File: config.mk
export PLATFORM = sky130hd
export DESIGN_NAME = binary_neuron
export DESIGN_NICKNAME = d
export VERILOG_FILES = /design/src/hw/neuron_pkg.sv /design/src/hw/binary_neuron.sv /design/src/hw/operand_capture.sv /design/src/hw/sign_lane.sv /design/src/hw/sum_stage.sv
export VERILOG_INCLUDE_DIRS = /design/src /design/src/hw
export SDC_FILE = /design/constraint.sdc
export NUM_CORES = 1
export LEC_CHECK = 0
export BUFFER_PORTS_ARGS = -buffer_cell sky130_fd_sc_hd__clkbuf_2
export CAP_MARGIN = 20
export CORE_UTILIZATION = 30
export CTS_BUF_LIST = sky130_fd_sc_hd__clkbuf_8 sky130_fd_sc_hd__clkbuf_16
export DETAILED_ROUTE_END_ITERATION = 7
export GPL_ROUTABILITY_DRIVEN = 0
export PLACE_DENSITY = 0.45
export SLEW_MARGIN = 20
export SYNTH_ARGS = -nofsm -noshare
export SYNTH_HDL_FRONTEND = slang
export SYNTH_SLANG_ARGS = --single-unit
File: constraint.sdc
create_clock -name clk -period 17.5 [get_ports clk]
set_input_delay 1.75 -clock clk [delete_from_list [all_inputs] [get_ports clk]]
set_output_delay 1.75 -clock clk [all_outputs]
set_load 0.02 [all_outputs]
File: src/hw/neuron_config.svh
`ifndef NEURON_CONFIG_SVH
`define NEURON_CONFIG_SVH

// Neuron geometry
`define NEURON_INPUTS 64
`define ACT_WIDTH     4

// LANE_COUNT * LANE_INPUTS must equal NEURON_INPUTS
`define LANE_COUNT    8
`define LANE_INPUTS   8

// Lane partial sum covers -64..56
`define PART_WIDTH    8

// Result wraps modulo 1024
`define SUM_WIDTH     10

`endif

File: src/hw/neuron_pkg.sv
`include "neuron_config.svh"

package neuron_pkg;

    ////////////////////////////////////////////////////////////////////////////
    // Scalar types
    ////////////////////////////////////////////////////////////////////////////

    typedef logic signed [`ACT_WIDTH-1:0] act_t;

    typedef logic signed [`PART_WIDTH-1:0] part_sum_t;

    typedef logic signed [`SUM_WIDTH-1:0] neuron_sum_t;

    ////////////////////////////////////////////////////////////////////////////
    // Request and lane operands
    ////////////////////////////////////////////////////////////////////////////

    // Element 0 sits in the top bits of act and weight
    typedef struct packed {
        act_t [0:`NEURON_INPUTS-1] act;
        logic [0:`NEURON_INPUTS-1] weight;
        logic                      bias;
    } neuron_req_t;

    // One lane worth of activations and weight bits
    typedef struct packed {
        act_t [0:`LANE_INPUTS-1] act;
        logic [0:`LANE_INPUTS-1] weight;
    } lane_ops_t;

endpackage

File: src/hw/binary_neuron.sv
`timescale 1ns/10ps
`include "neuron_config.svh"

module binary_neuron (
    input  logic                    clk,
    input  logic                    reset,
    input  logic                    in_valid,
    output logic                    in_ready,
    input  neuron_pkg::neuron_req_t in_req,
    output logic                    out_valid,
    input  logic                    out_ready,
    output neuron_pkg::neuron_sum_t out_sum
);

    import neuron_pkg::*;

    logic      cap_valid;
    logic      cap_ready;
    logic      cap_bias;
    logic      advance;
    lane_ops_t cap_ops [`LANE_COUNT];
    part_sum_t parts [`LANE_COUNT];

    // Stage one
    operand_capture u_operand_capture (
        .clk       (clk),
        .reset     (reset),
        .in_valid  (in_valid),
        .in_ready  (in_ready),
        .in_req    (in_req),
        .cap_valid (cap_valid),
        .cap_ready (cap_ready),
        .cap_ops   (cap_ops),
        .cap_bias  (cap_bias)
    );

    ////////////////////////////////////////////////////////////////////////////
    // Lanes load together on advance
    ////////////////////////////////////////////////////////////////////////////

    for (genvar g = 0; g < `LANE_COUNT; g++) begin : g_lane
        sign_lane u_sign_lane (
            .clk     (clk),
            .advance (advance),
            .ops     (cap_ops[g]),
            .part    (parts[g])
        );
    end

    // Stage two control and output register
    sum_stage u_sum_stage (
        .clk       (clk),
        .reset     (reset),
        .cap_valid (cap_valid),
        .cap_bias  (cap_bias),
        .cap_ready (cap_ready),
        .advance   (advance),
        .parts     (parts),
        .out_valid (out_valid),
        .out_ready (out_ready),
        .out_sum   (out_sum)
    );

endmodule

File: src/hw/operand_capture.sv
`timescale 1ns/10ps
`include "neuron_config.svh"

module operand_capture (
    input  logic                    clk,
    input  logic                    reset,
    input  logic                    in_valid,
    output logic                    in_ready,
    input  neuron_pkg::neuron_req_t in_req,
    output logic                    cap_valid,
    input  logic                    cap_ready,
    output neuron_pkg::lane_ops_t   cap_ops [`LANE_COUNT],
    output logic                    cap_bias
);

    import neuron_pkg::*;

    neuron_req_t held_req;

    // Slot is free when empty or when the held request moves on
    assign in_ready = !cap_valid || cap_ready;

    always_ff @(posedge clk) begin
        if (reset) begin
            cap_valid <= 1'b0;
        end else if (in_ready) begin
            cap_valid <= in_valid;
        end
    end

    always_ff @(posedge clk) begin
        if (in_valid && in_ready) begin
            held_req <= in_req;
        end
    end

    ////////////////////////////////////////////////////////////////////////////
    // Regroup flat vectors into lanes
    ////////////////////////////////////////////////////////////////////////////

    // Lane l takes inputs l*LANE_INPUTS .. l*LANE_INPUTS+LANE_INPUTS-1
    always_comb begin
        for (int l = 0; l < `LANE_COUNT; l++) begin
            for (int j = 0; j < `LANE_INPUTS; j++) begin
                cap_ops[l].act[j]    = held_req.act[l*`LANE_INPUTS + j];
                cap_ops[l].weight[j] = held_req.weight[l*`LANE_INPUTS + j];
            end
        end
    end

    assign cap_bias = held_req.bias;

endmodule

File: src/hw/sign_lane.sv
`timescale 1ns/10ps
`include "neuron_config.svh"

module sign_lane (
    input  logic                  clk,
    input  logic                  advance,
    input  neuron_pkg::lane_ops_t ops,
    output neuron_pkg::part_sum_t part
);

    import neuron_pkg::*;

    act_t      prod [`LANE_INPUTS];
    part_sum_t lane_sum;

    ////////////////////////////////////////////////////////////////////////////
    // Binary weight products
    ////////////////////////////////////////////////////////////////////////////

    // Weight 0 negates in 4 bits, so -8 stays -8
    always_comb begin
        for (int j = 0; j < `LANE_INPUTS; j++) begin
            if (ops.weight[j]) begin
                prod[j] = ops.act[j];
            end else begin
                prod[j] = act_t'(-ops.act[j]);
            end
        end
    end

    // Sign extend and accumulate
    always_comb begin
        lane_sum = '0;
        for (int j = 0; j < `LANE_INPUTS; j++) begin
            lane_sum = lane_sum + part_sum_t'(prod[j]);
        end
    end

    always_ff @(posedge clk) begin
        if (advance) begin
            part <= lane_sum;
        end
    end

endmodule

File: src/hw/sum_stage.sv
`timescale 1ns/10ps
`include "neuron_config.svh"

module sum_stage (
    input  logic                    clk,
    input  logic                    reset,
    input  logic                    cap_valid,
    input  logic                    cap_bias,
    output logic                    cap_ready,
    output logic                    advance,
    input  neuron_pkg::part_sum_t   parts [`LANE_COUNT],
    output logic                    out_valid,
    input  logic                    out_ready,
    output neuron_pkg::neuron_sum_t out_sum
);

    import neuron_pkg::*;

    logic        s2_valid;
    logic        s2_bias;
    logic        out_free;
    logic        out_load;
    neuron_sum_t total;

    ////////////////////////////////////////////////////////////////////////////
    // Handshake control
    ////////////////////////////////////////////////////////////////////////////

    // Output register empty or being read this cycle
    assign out_free = !out_valid || out_ready;
    assign out_load = s2_valid && out_free;

    // Stage two can take new partials when empty or draining
    assign cap_ready = !s2_valid || out_load;
    assign advance   = cap_valid && cap_ready;

    always_ff @(posedge clk) begin
        if (reset) begin
            s2_valid <= 1'b0;
        end else if (cap_ready) begin
            s2_valid <= cap_valid;
        end
    end

    always_ff @(posedge clk) begin
        if (reset) begin
            out_valid <= 1'b0;
        end else if (out_free) begin
            out_valid <= s2_valid;
        end
    end

    // Bias travels with the lane partials
    always_ff @(posedge clk) begin
        if (advance) begin
            s2_bias <= cap_bias;
        end
    end

    ////////////////////////////////////////////////////////////////////////////
    // Final adder
    ////////////////////////////////////////////////////////////////////////////

    always_comb begin
        if (s2_bias) begin
            total = neuron_sum_t'(1);
        end else begin
            total = neuron_sum_t'(-1);
        end
        for (int l = 0; l < `LANE_COUNT; l++) begin
            total = total + neuron_sum_t'(parts[l]);
        end
    end

    // Wraps modulo 1024 by width
    always_ff @(posedge clk) begin
        if (out_load) begin
            out_sum <= total;
        end
    end

endmodule

# == After elaboration in Yosys (flattened, before gate mapping) ==
# Cells that the tools add are included.
# totals
regBits,399
output_inout_bits,12
# classes
addsub,128
mux,65
reduce_logical,9
# ops
cell,n
adder 8 x 4 -> 8 bit,40
2-to-1 mux 4 bit,64
negation 4 bit,64
adder 10 x 8 -> 10 bit,8
adder 5 x 4 -> 6 bit,8
adder 4 x 4 -> 5 bit,8
2-to-1 mux 10 bit,1
logical AND 1 bit,3
logical NOT 1 bit,3
logical OR 1 bit,3

# == Depth between registers and ports, before layout ==
# logic_depth
depth_word,9
mapped_depth,21

# == Cells and area by module ==
# A second synthesis with hierarchy kept.
# hier_totals
cells_unflattened,1829
area_unflattened_um2,24821.3
# modules_own_cells
mod,n_inst,cells_each,area_per_inst_um2,seq_area_each_um2
sign_lane,8,162,1615.3,240.2
operand_capture,1,326,9694.3,9659.3
sum_stage,1,207,2204.6,370.4

# == Worst setup path before layout ==
# OpenSTA, ideal clock, no wires.
# synth_path
path_type,input -> register
start,input out_ready
end,"register u_operand_capture.held_req, in the netlist u_operand_capture.cap_bias (enable)"
setup_time_ns,1.197
t_arrival_ns,17.732
required_time_ns,16.303
slack_ns,-1.428
path_stages,2
n_path_buf,0
path_cell_list,nor2b_1 -> a31oi_1
# synth_between
elab_chain_cells,5
# synth_rtl
element,line,rtl
"start, declared",binary_neuron.sv:11,"input logic out_ready,"
logical OR 1 bit,sum_stage.sv:30,assign out_free = !out_valid || out_ready;
logical AND 1 bit,sum_stage.sv:31,assign out_load = s2_valid && out_free;
logical OR 1 bit,sum_stage.sv:34,assign cap_ready = !s2_valid || out_load;
logical OR 1 bit,operand_capture.sv:21,assign in_ready = !cap_valid || cap_ready;
logical AND 1 bit,operand_capture.sv:32,if (in_valid && in_ready) begin
"end signal, assigned",operand_capture.sv:33,held_req <= in_req;
"end, declared",operand_capture.sv:18,neuron_req_t held_req;
# No other way between the ends.
# A chain may end at the register's enable or synchronous reset.

# == Final worst setup path ==
# layout_path
start,"register u_operand_capture.held_req, in the netlist u_operand_capture.cap_ops[28]"
end,"register g_lane[7].u_sign_lane.part[7], data pin"
# layout_between
elab_chain_cells,8
# layout_rtl
element,line,rtl
negation 4 bit,sign_lane.sv:26,prod[j] = act_t'(-ops.act[j]);
2-to-1 mux 4 bit (*),sign_lane.sv:23,if (ops.weight[j]) begin
adder 5 x 4 -> 6 bit (*),sign_lane.sv:35,lane_sum = lane_sum + part_sum_t'(prod[j]);
adder 8 x 4 -> 8 bit (*) (5 in series),sign_lane.sv:35,
net g_lane[7].u_sign_lane.lane_sum[7],sign_lane.sv:14,part_sum_t lane_sum;
"end signal, assigned",sign_lane.sv:41,part <= lane_sum;
"end, declared",sign_lane.sv:8,output neuron_pkg::part_sum_t part
# The timed path passes the listed nets; every way through them passes the cells marked *.

==> impl_metrics.json <==
{
  "die_x_um": 294,
  "ys_top_cells_by_area": "edfxtp_1 47%, fa_1 21%, ha_1 7.9%",
  "ant_nets": 0,
  "io_buffers": 336,
  "slew_violations": 0,
  "grt_usage_pct": 12.9,
  "synth-async-reset-ratio_pct": 0,
  "tightest_slew_ns": 1.07,
  "initial_core_util_pct": 30.5,
  "hold_buffers": 0,
  "status": "completed",
  "fp.dieH_um": 294,
  "postSynthAreaPerCell_um2": 13.1,
  "fin_skew_ns": 0.0137,
  "rsz0062_at_grt": "false",
  "crit_path_end_kind": "flop",
  "fin_crit_ns": 5.36,
  "setup_violations": 0,
  "cp-start-kind": "flop",
  "fin_crit_sh_pct": 30.7,
  "slew_headroom_pct": 28.6,
  "cts.sinks": 399,
  "dr.pass1.iters": 6,
  "drc": 0,
  "ys_warn_count": 0,
  "finalHoldViolCount": 0,
  "crit_type": "flop to flop",
  "ys_ff_latch": 399,
  "dp.cells": 3425,
  "wirelength_um": 53800,
  "dp.final_hpwl_um": 44100,
  "viasPerCell": 4.06,
  "cts.htree.levels": 2,
  "tns_ns": 0,
  "regArea_um2": 12000,
  "grt_pass1_wl_um": 85700,
  "cts_tree": "done",
  "clock-root-buffer": "clkbuf_16",
  "netlist_instances": 1949,
  "clkTransAtPathRegs_ns": 0.06,
  "fin_cells": 3520,
  "num_io_pins": 337,
  "synth_edf_count": 396,
  "fill_cells": 8183,
  "synth_fp_nets": 2709,
  "globalRouteOverflowTotal": 0,
  "antenna_found_initial": 1,
  "holdCritPathClass": "flop to flop",
  "maxCapViolations": 0,
  "layout.nets": 3105,
  "cts_setup_buffers": 0,
  "core_area_um2": 84000,
  "dieArea_um2": 86400,
  "cp_data_required_time_ns": 17.84,
  "crit_path_max_incr_delay_ns": 0.54,
  "synth.distinct_cells": 30,
  "drive_gt1_share_pct": 19.0,
  "syn_to_final_growth_pct": 19.7,
  "cp.arrival_ns": 5.71,
  "synth_top_flop_cell": "edfxtp_1",
  "postCtsResizedCells": 0,
  "max_freq_mhz": 186,
  "ys_seq_area_share_pct": 46.7,
  "grt_pass1_vias": 16000,
  "synth_top_area_share_pct": 46.5,
  "row_count": 106,
  "yosysTopAreaCell": "edfxtp_1",
  "grt_max_degree": 81,
  "multi_input_area_um2": 11800,
  "clockBufferDepth": 3,
  "crit_fanout": 3,
  "cts_buffers": 52,
  "dr_total_vias": 14300,
  "drt_iter0_markers": 381,
  "holdWs_ns": 0.425,
  "wl_per_cell_um": 15.3,
  "slowest_stage": "fa_1",
  "clock_latency_ns": 0.60,
  "crit_chain": "inv_1 -> ha_1 -> mux2i_1 -> fa_1 -> inv_1 -> ha_1 -> fa_1 -> a2111oi_0 -> a21oi_1 -> fa_1 -> inv_1 -> fa_1 -> inv_1 -> fa_1 -> inv_1 -> ha_1 -> o21ai_0 -> o21bai_1 -> a21oi_1 -> xnor2_1",
  "syn_area_um2": 25600
}
[worst max-delay path: cells and delay by family (launching register included)]
kind            cells  cell delay [ns]
flops               1             0.39
fa+ha+maj           8             3.32
compound gates      5             0.93
mux                 1             0.09
xor+xnor            1             0.09
buf+inv             5             0.28
[through the flow]
step	setup slack, ns	cell area [um2]	utilization [%]
floorplan	5.39	25600	-
global placement	12.19	28700	34.2
detailed placement	12.14	28700	34.2
CTS	12.11	30600	36.4
global route	11.80	30600	36.4
finish	12.14	30600	36.5
[area by class of cell]
type | instances | share of cell area [%]
Timing Repair Buffer | 342 | 5.64
Tap cell | 1134 | 4.64
Sequential cell | 399 | 39.1
Multi-Input combinational cell | 1044 | 38.4
Antenna cell | 1 | 0.00818
Clock inverter | 39 | 1.63
Clock buffer | 55 | 4.42
Inverter | 506 | 6.21
[routing by layer]
layer,vias up,part of all wire [%],global-route usage (%)
li1,7033,-,-
met1,6977,42,15.5
met2,217,52,23.3
met3,62,4.2,2.42
met4,2,2.1,3.58
met5,-,0.020,0
[layout by cell type (no fill, tap or decap), types with 2 or more instances in the layout]
master | Yosys | routed
o21bai_1 | 8 | 8
clkinv_4 | 0 | 2
a211oi_1 | 10 | 10
o21ai_0 | 8 | 8
mux2i_1 | 42 | 42
a21oi_1 | 42 | 42
o21a_1 | 2 | 2
bufinv_16 | 0 | 12
nor2b_1 | 7 | 6
fa_1 | 274 | 274
edfxtp_1 | 396 | 396
dfxtp_1 | 3 | 3
clkinv_2 | 0 | 6
clkinv_1 | 0 | 8
ha_1 | 161 | 161
xnor2_1 | 164 | 164
buf_4 | 0 | 6
a21o_1 | 27 | 27
nor2_1 | 139 | 139
clkbuf_16 | 0 | 53
xor2_1 | 51 | 51
nor3_1 | 67 | 67
inv_1 | 506 | 512
clkbuf_2 | 0 | 336
mux2_2 | 25 | 25
and3_1 | 2 | 2
a2111oi_0 | 4 | 4
clkinvlp_4 | 0 | 4
clkbuf_8 | 0 | 2
[sequential cells by signal, indices dropped and copies added, names as in the netlist]
signal / cells
g_lane.u_sign_lane.part: 64
u_operand_capture.cap_bias: 1
u_operand_capture.cap_ops: 320
u_operand_capture.cap_valid: 1
u_sum_stage.out_sum: 10
u_sum_stage.out_valid: 1
u_sum_stage.s2_bias: 1
u_sum_stage.s2_valid: 1
[cells in the mapped netlist (3+ instances only)]
master	number
a211oi_1	10
a21o_1	27
xor2_1	51
nor3_1	67
nor2b_1	7
mux2_2	25
dfxtp_1	3
fa_1	274
mux2i_1	42
inv_1	506
ha_1	161
a21oi_1	42
edfxtp_1	396
o21bai_1	8
o21ai_0	8
a2111oi_0	4
xnor2_1	164
nor2_1	139
[cell families after synthesis]
| kind of cell | count (synthesis) | synth area share (%) |
|---|---|---|
| compound gates | 109 | 2.77 |
| xor+xnor | 215 | 7.36 |
| fa+ha+maj | 435 | 29.3 |
| buf+inv | 506 | 7.43 |
| flops | 399 | 46.7 |
| mux | 67 | 2.74 |
| simple gates | 218 | 3.63 |
[path summary, 6_finish.rpt]
path                                               startpoint                       endpoint  cells past startpoint  slack (ns)
worst max-delay path            u_operand_capture.cap_ops[28]  g_lane[7].u_sign_lane.part[7]                     20       12.14
worst min-delay path               u_operand_capture.cap_bias            u_sum_stage.s2_bias                      0        0.43
worst max register to register  u_operand_capture.cap_ops[28]  g_lane[7].u_sign_lane.part[7]                     20       12.14
worst min register to register     u_operand_capture.cap_bias            u_sum_stage.s2_bias                      0        0.43
Power is left out: the tool's default activity adds up to more than one toggle a clock period on the data nets, which glitch-free logic cannot reach.
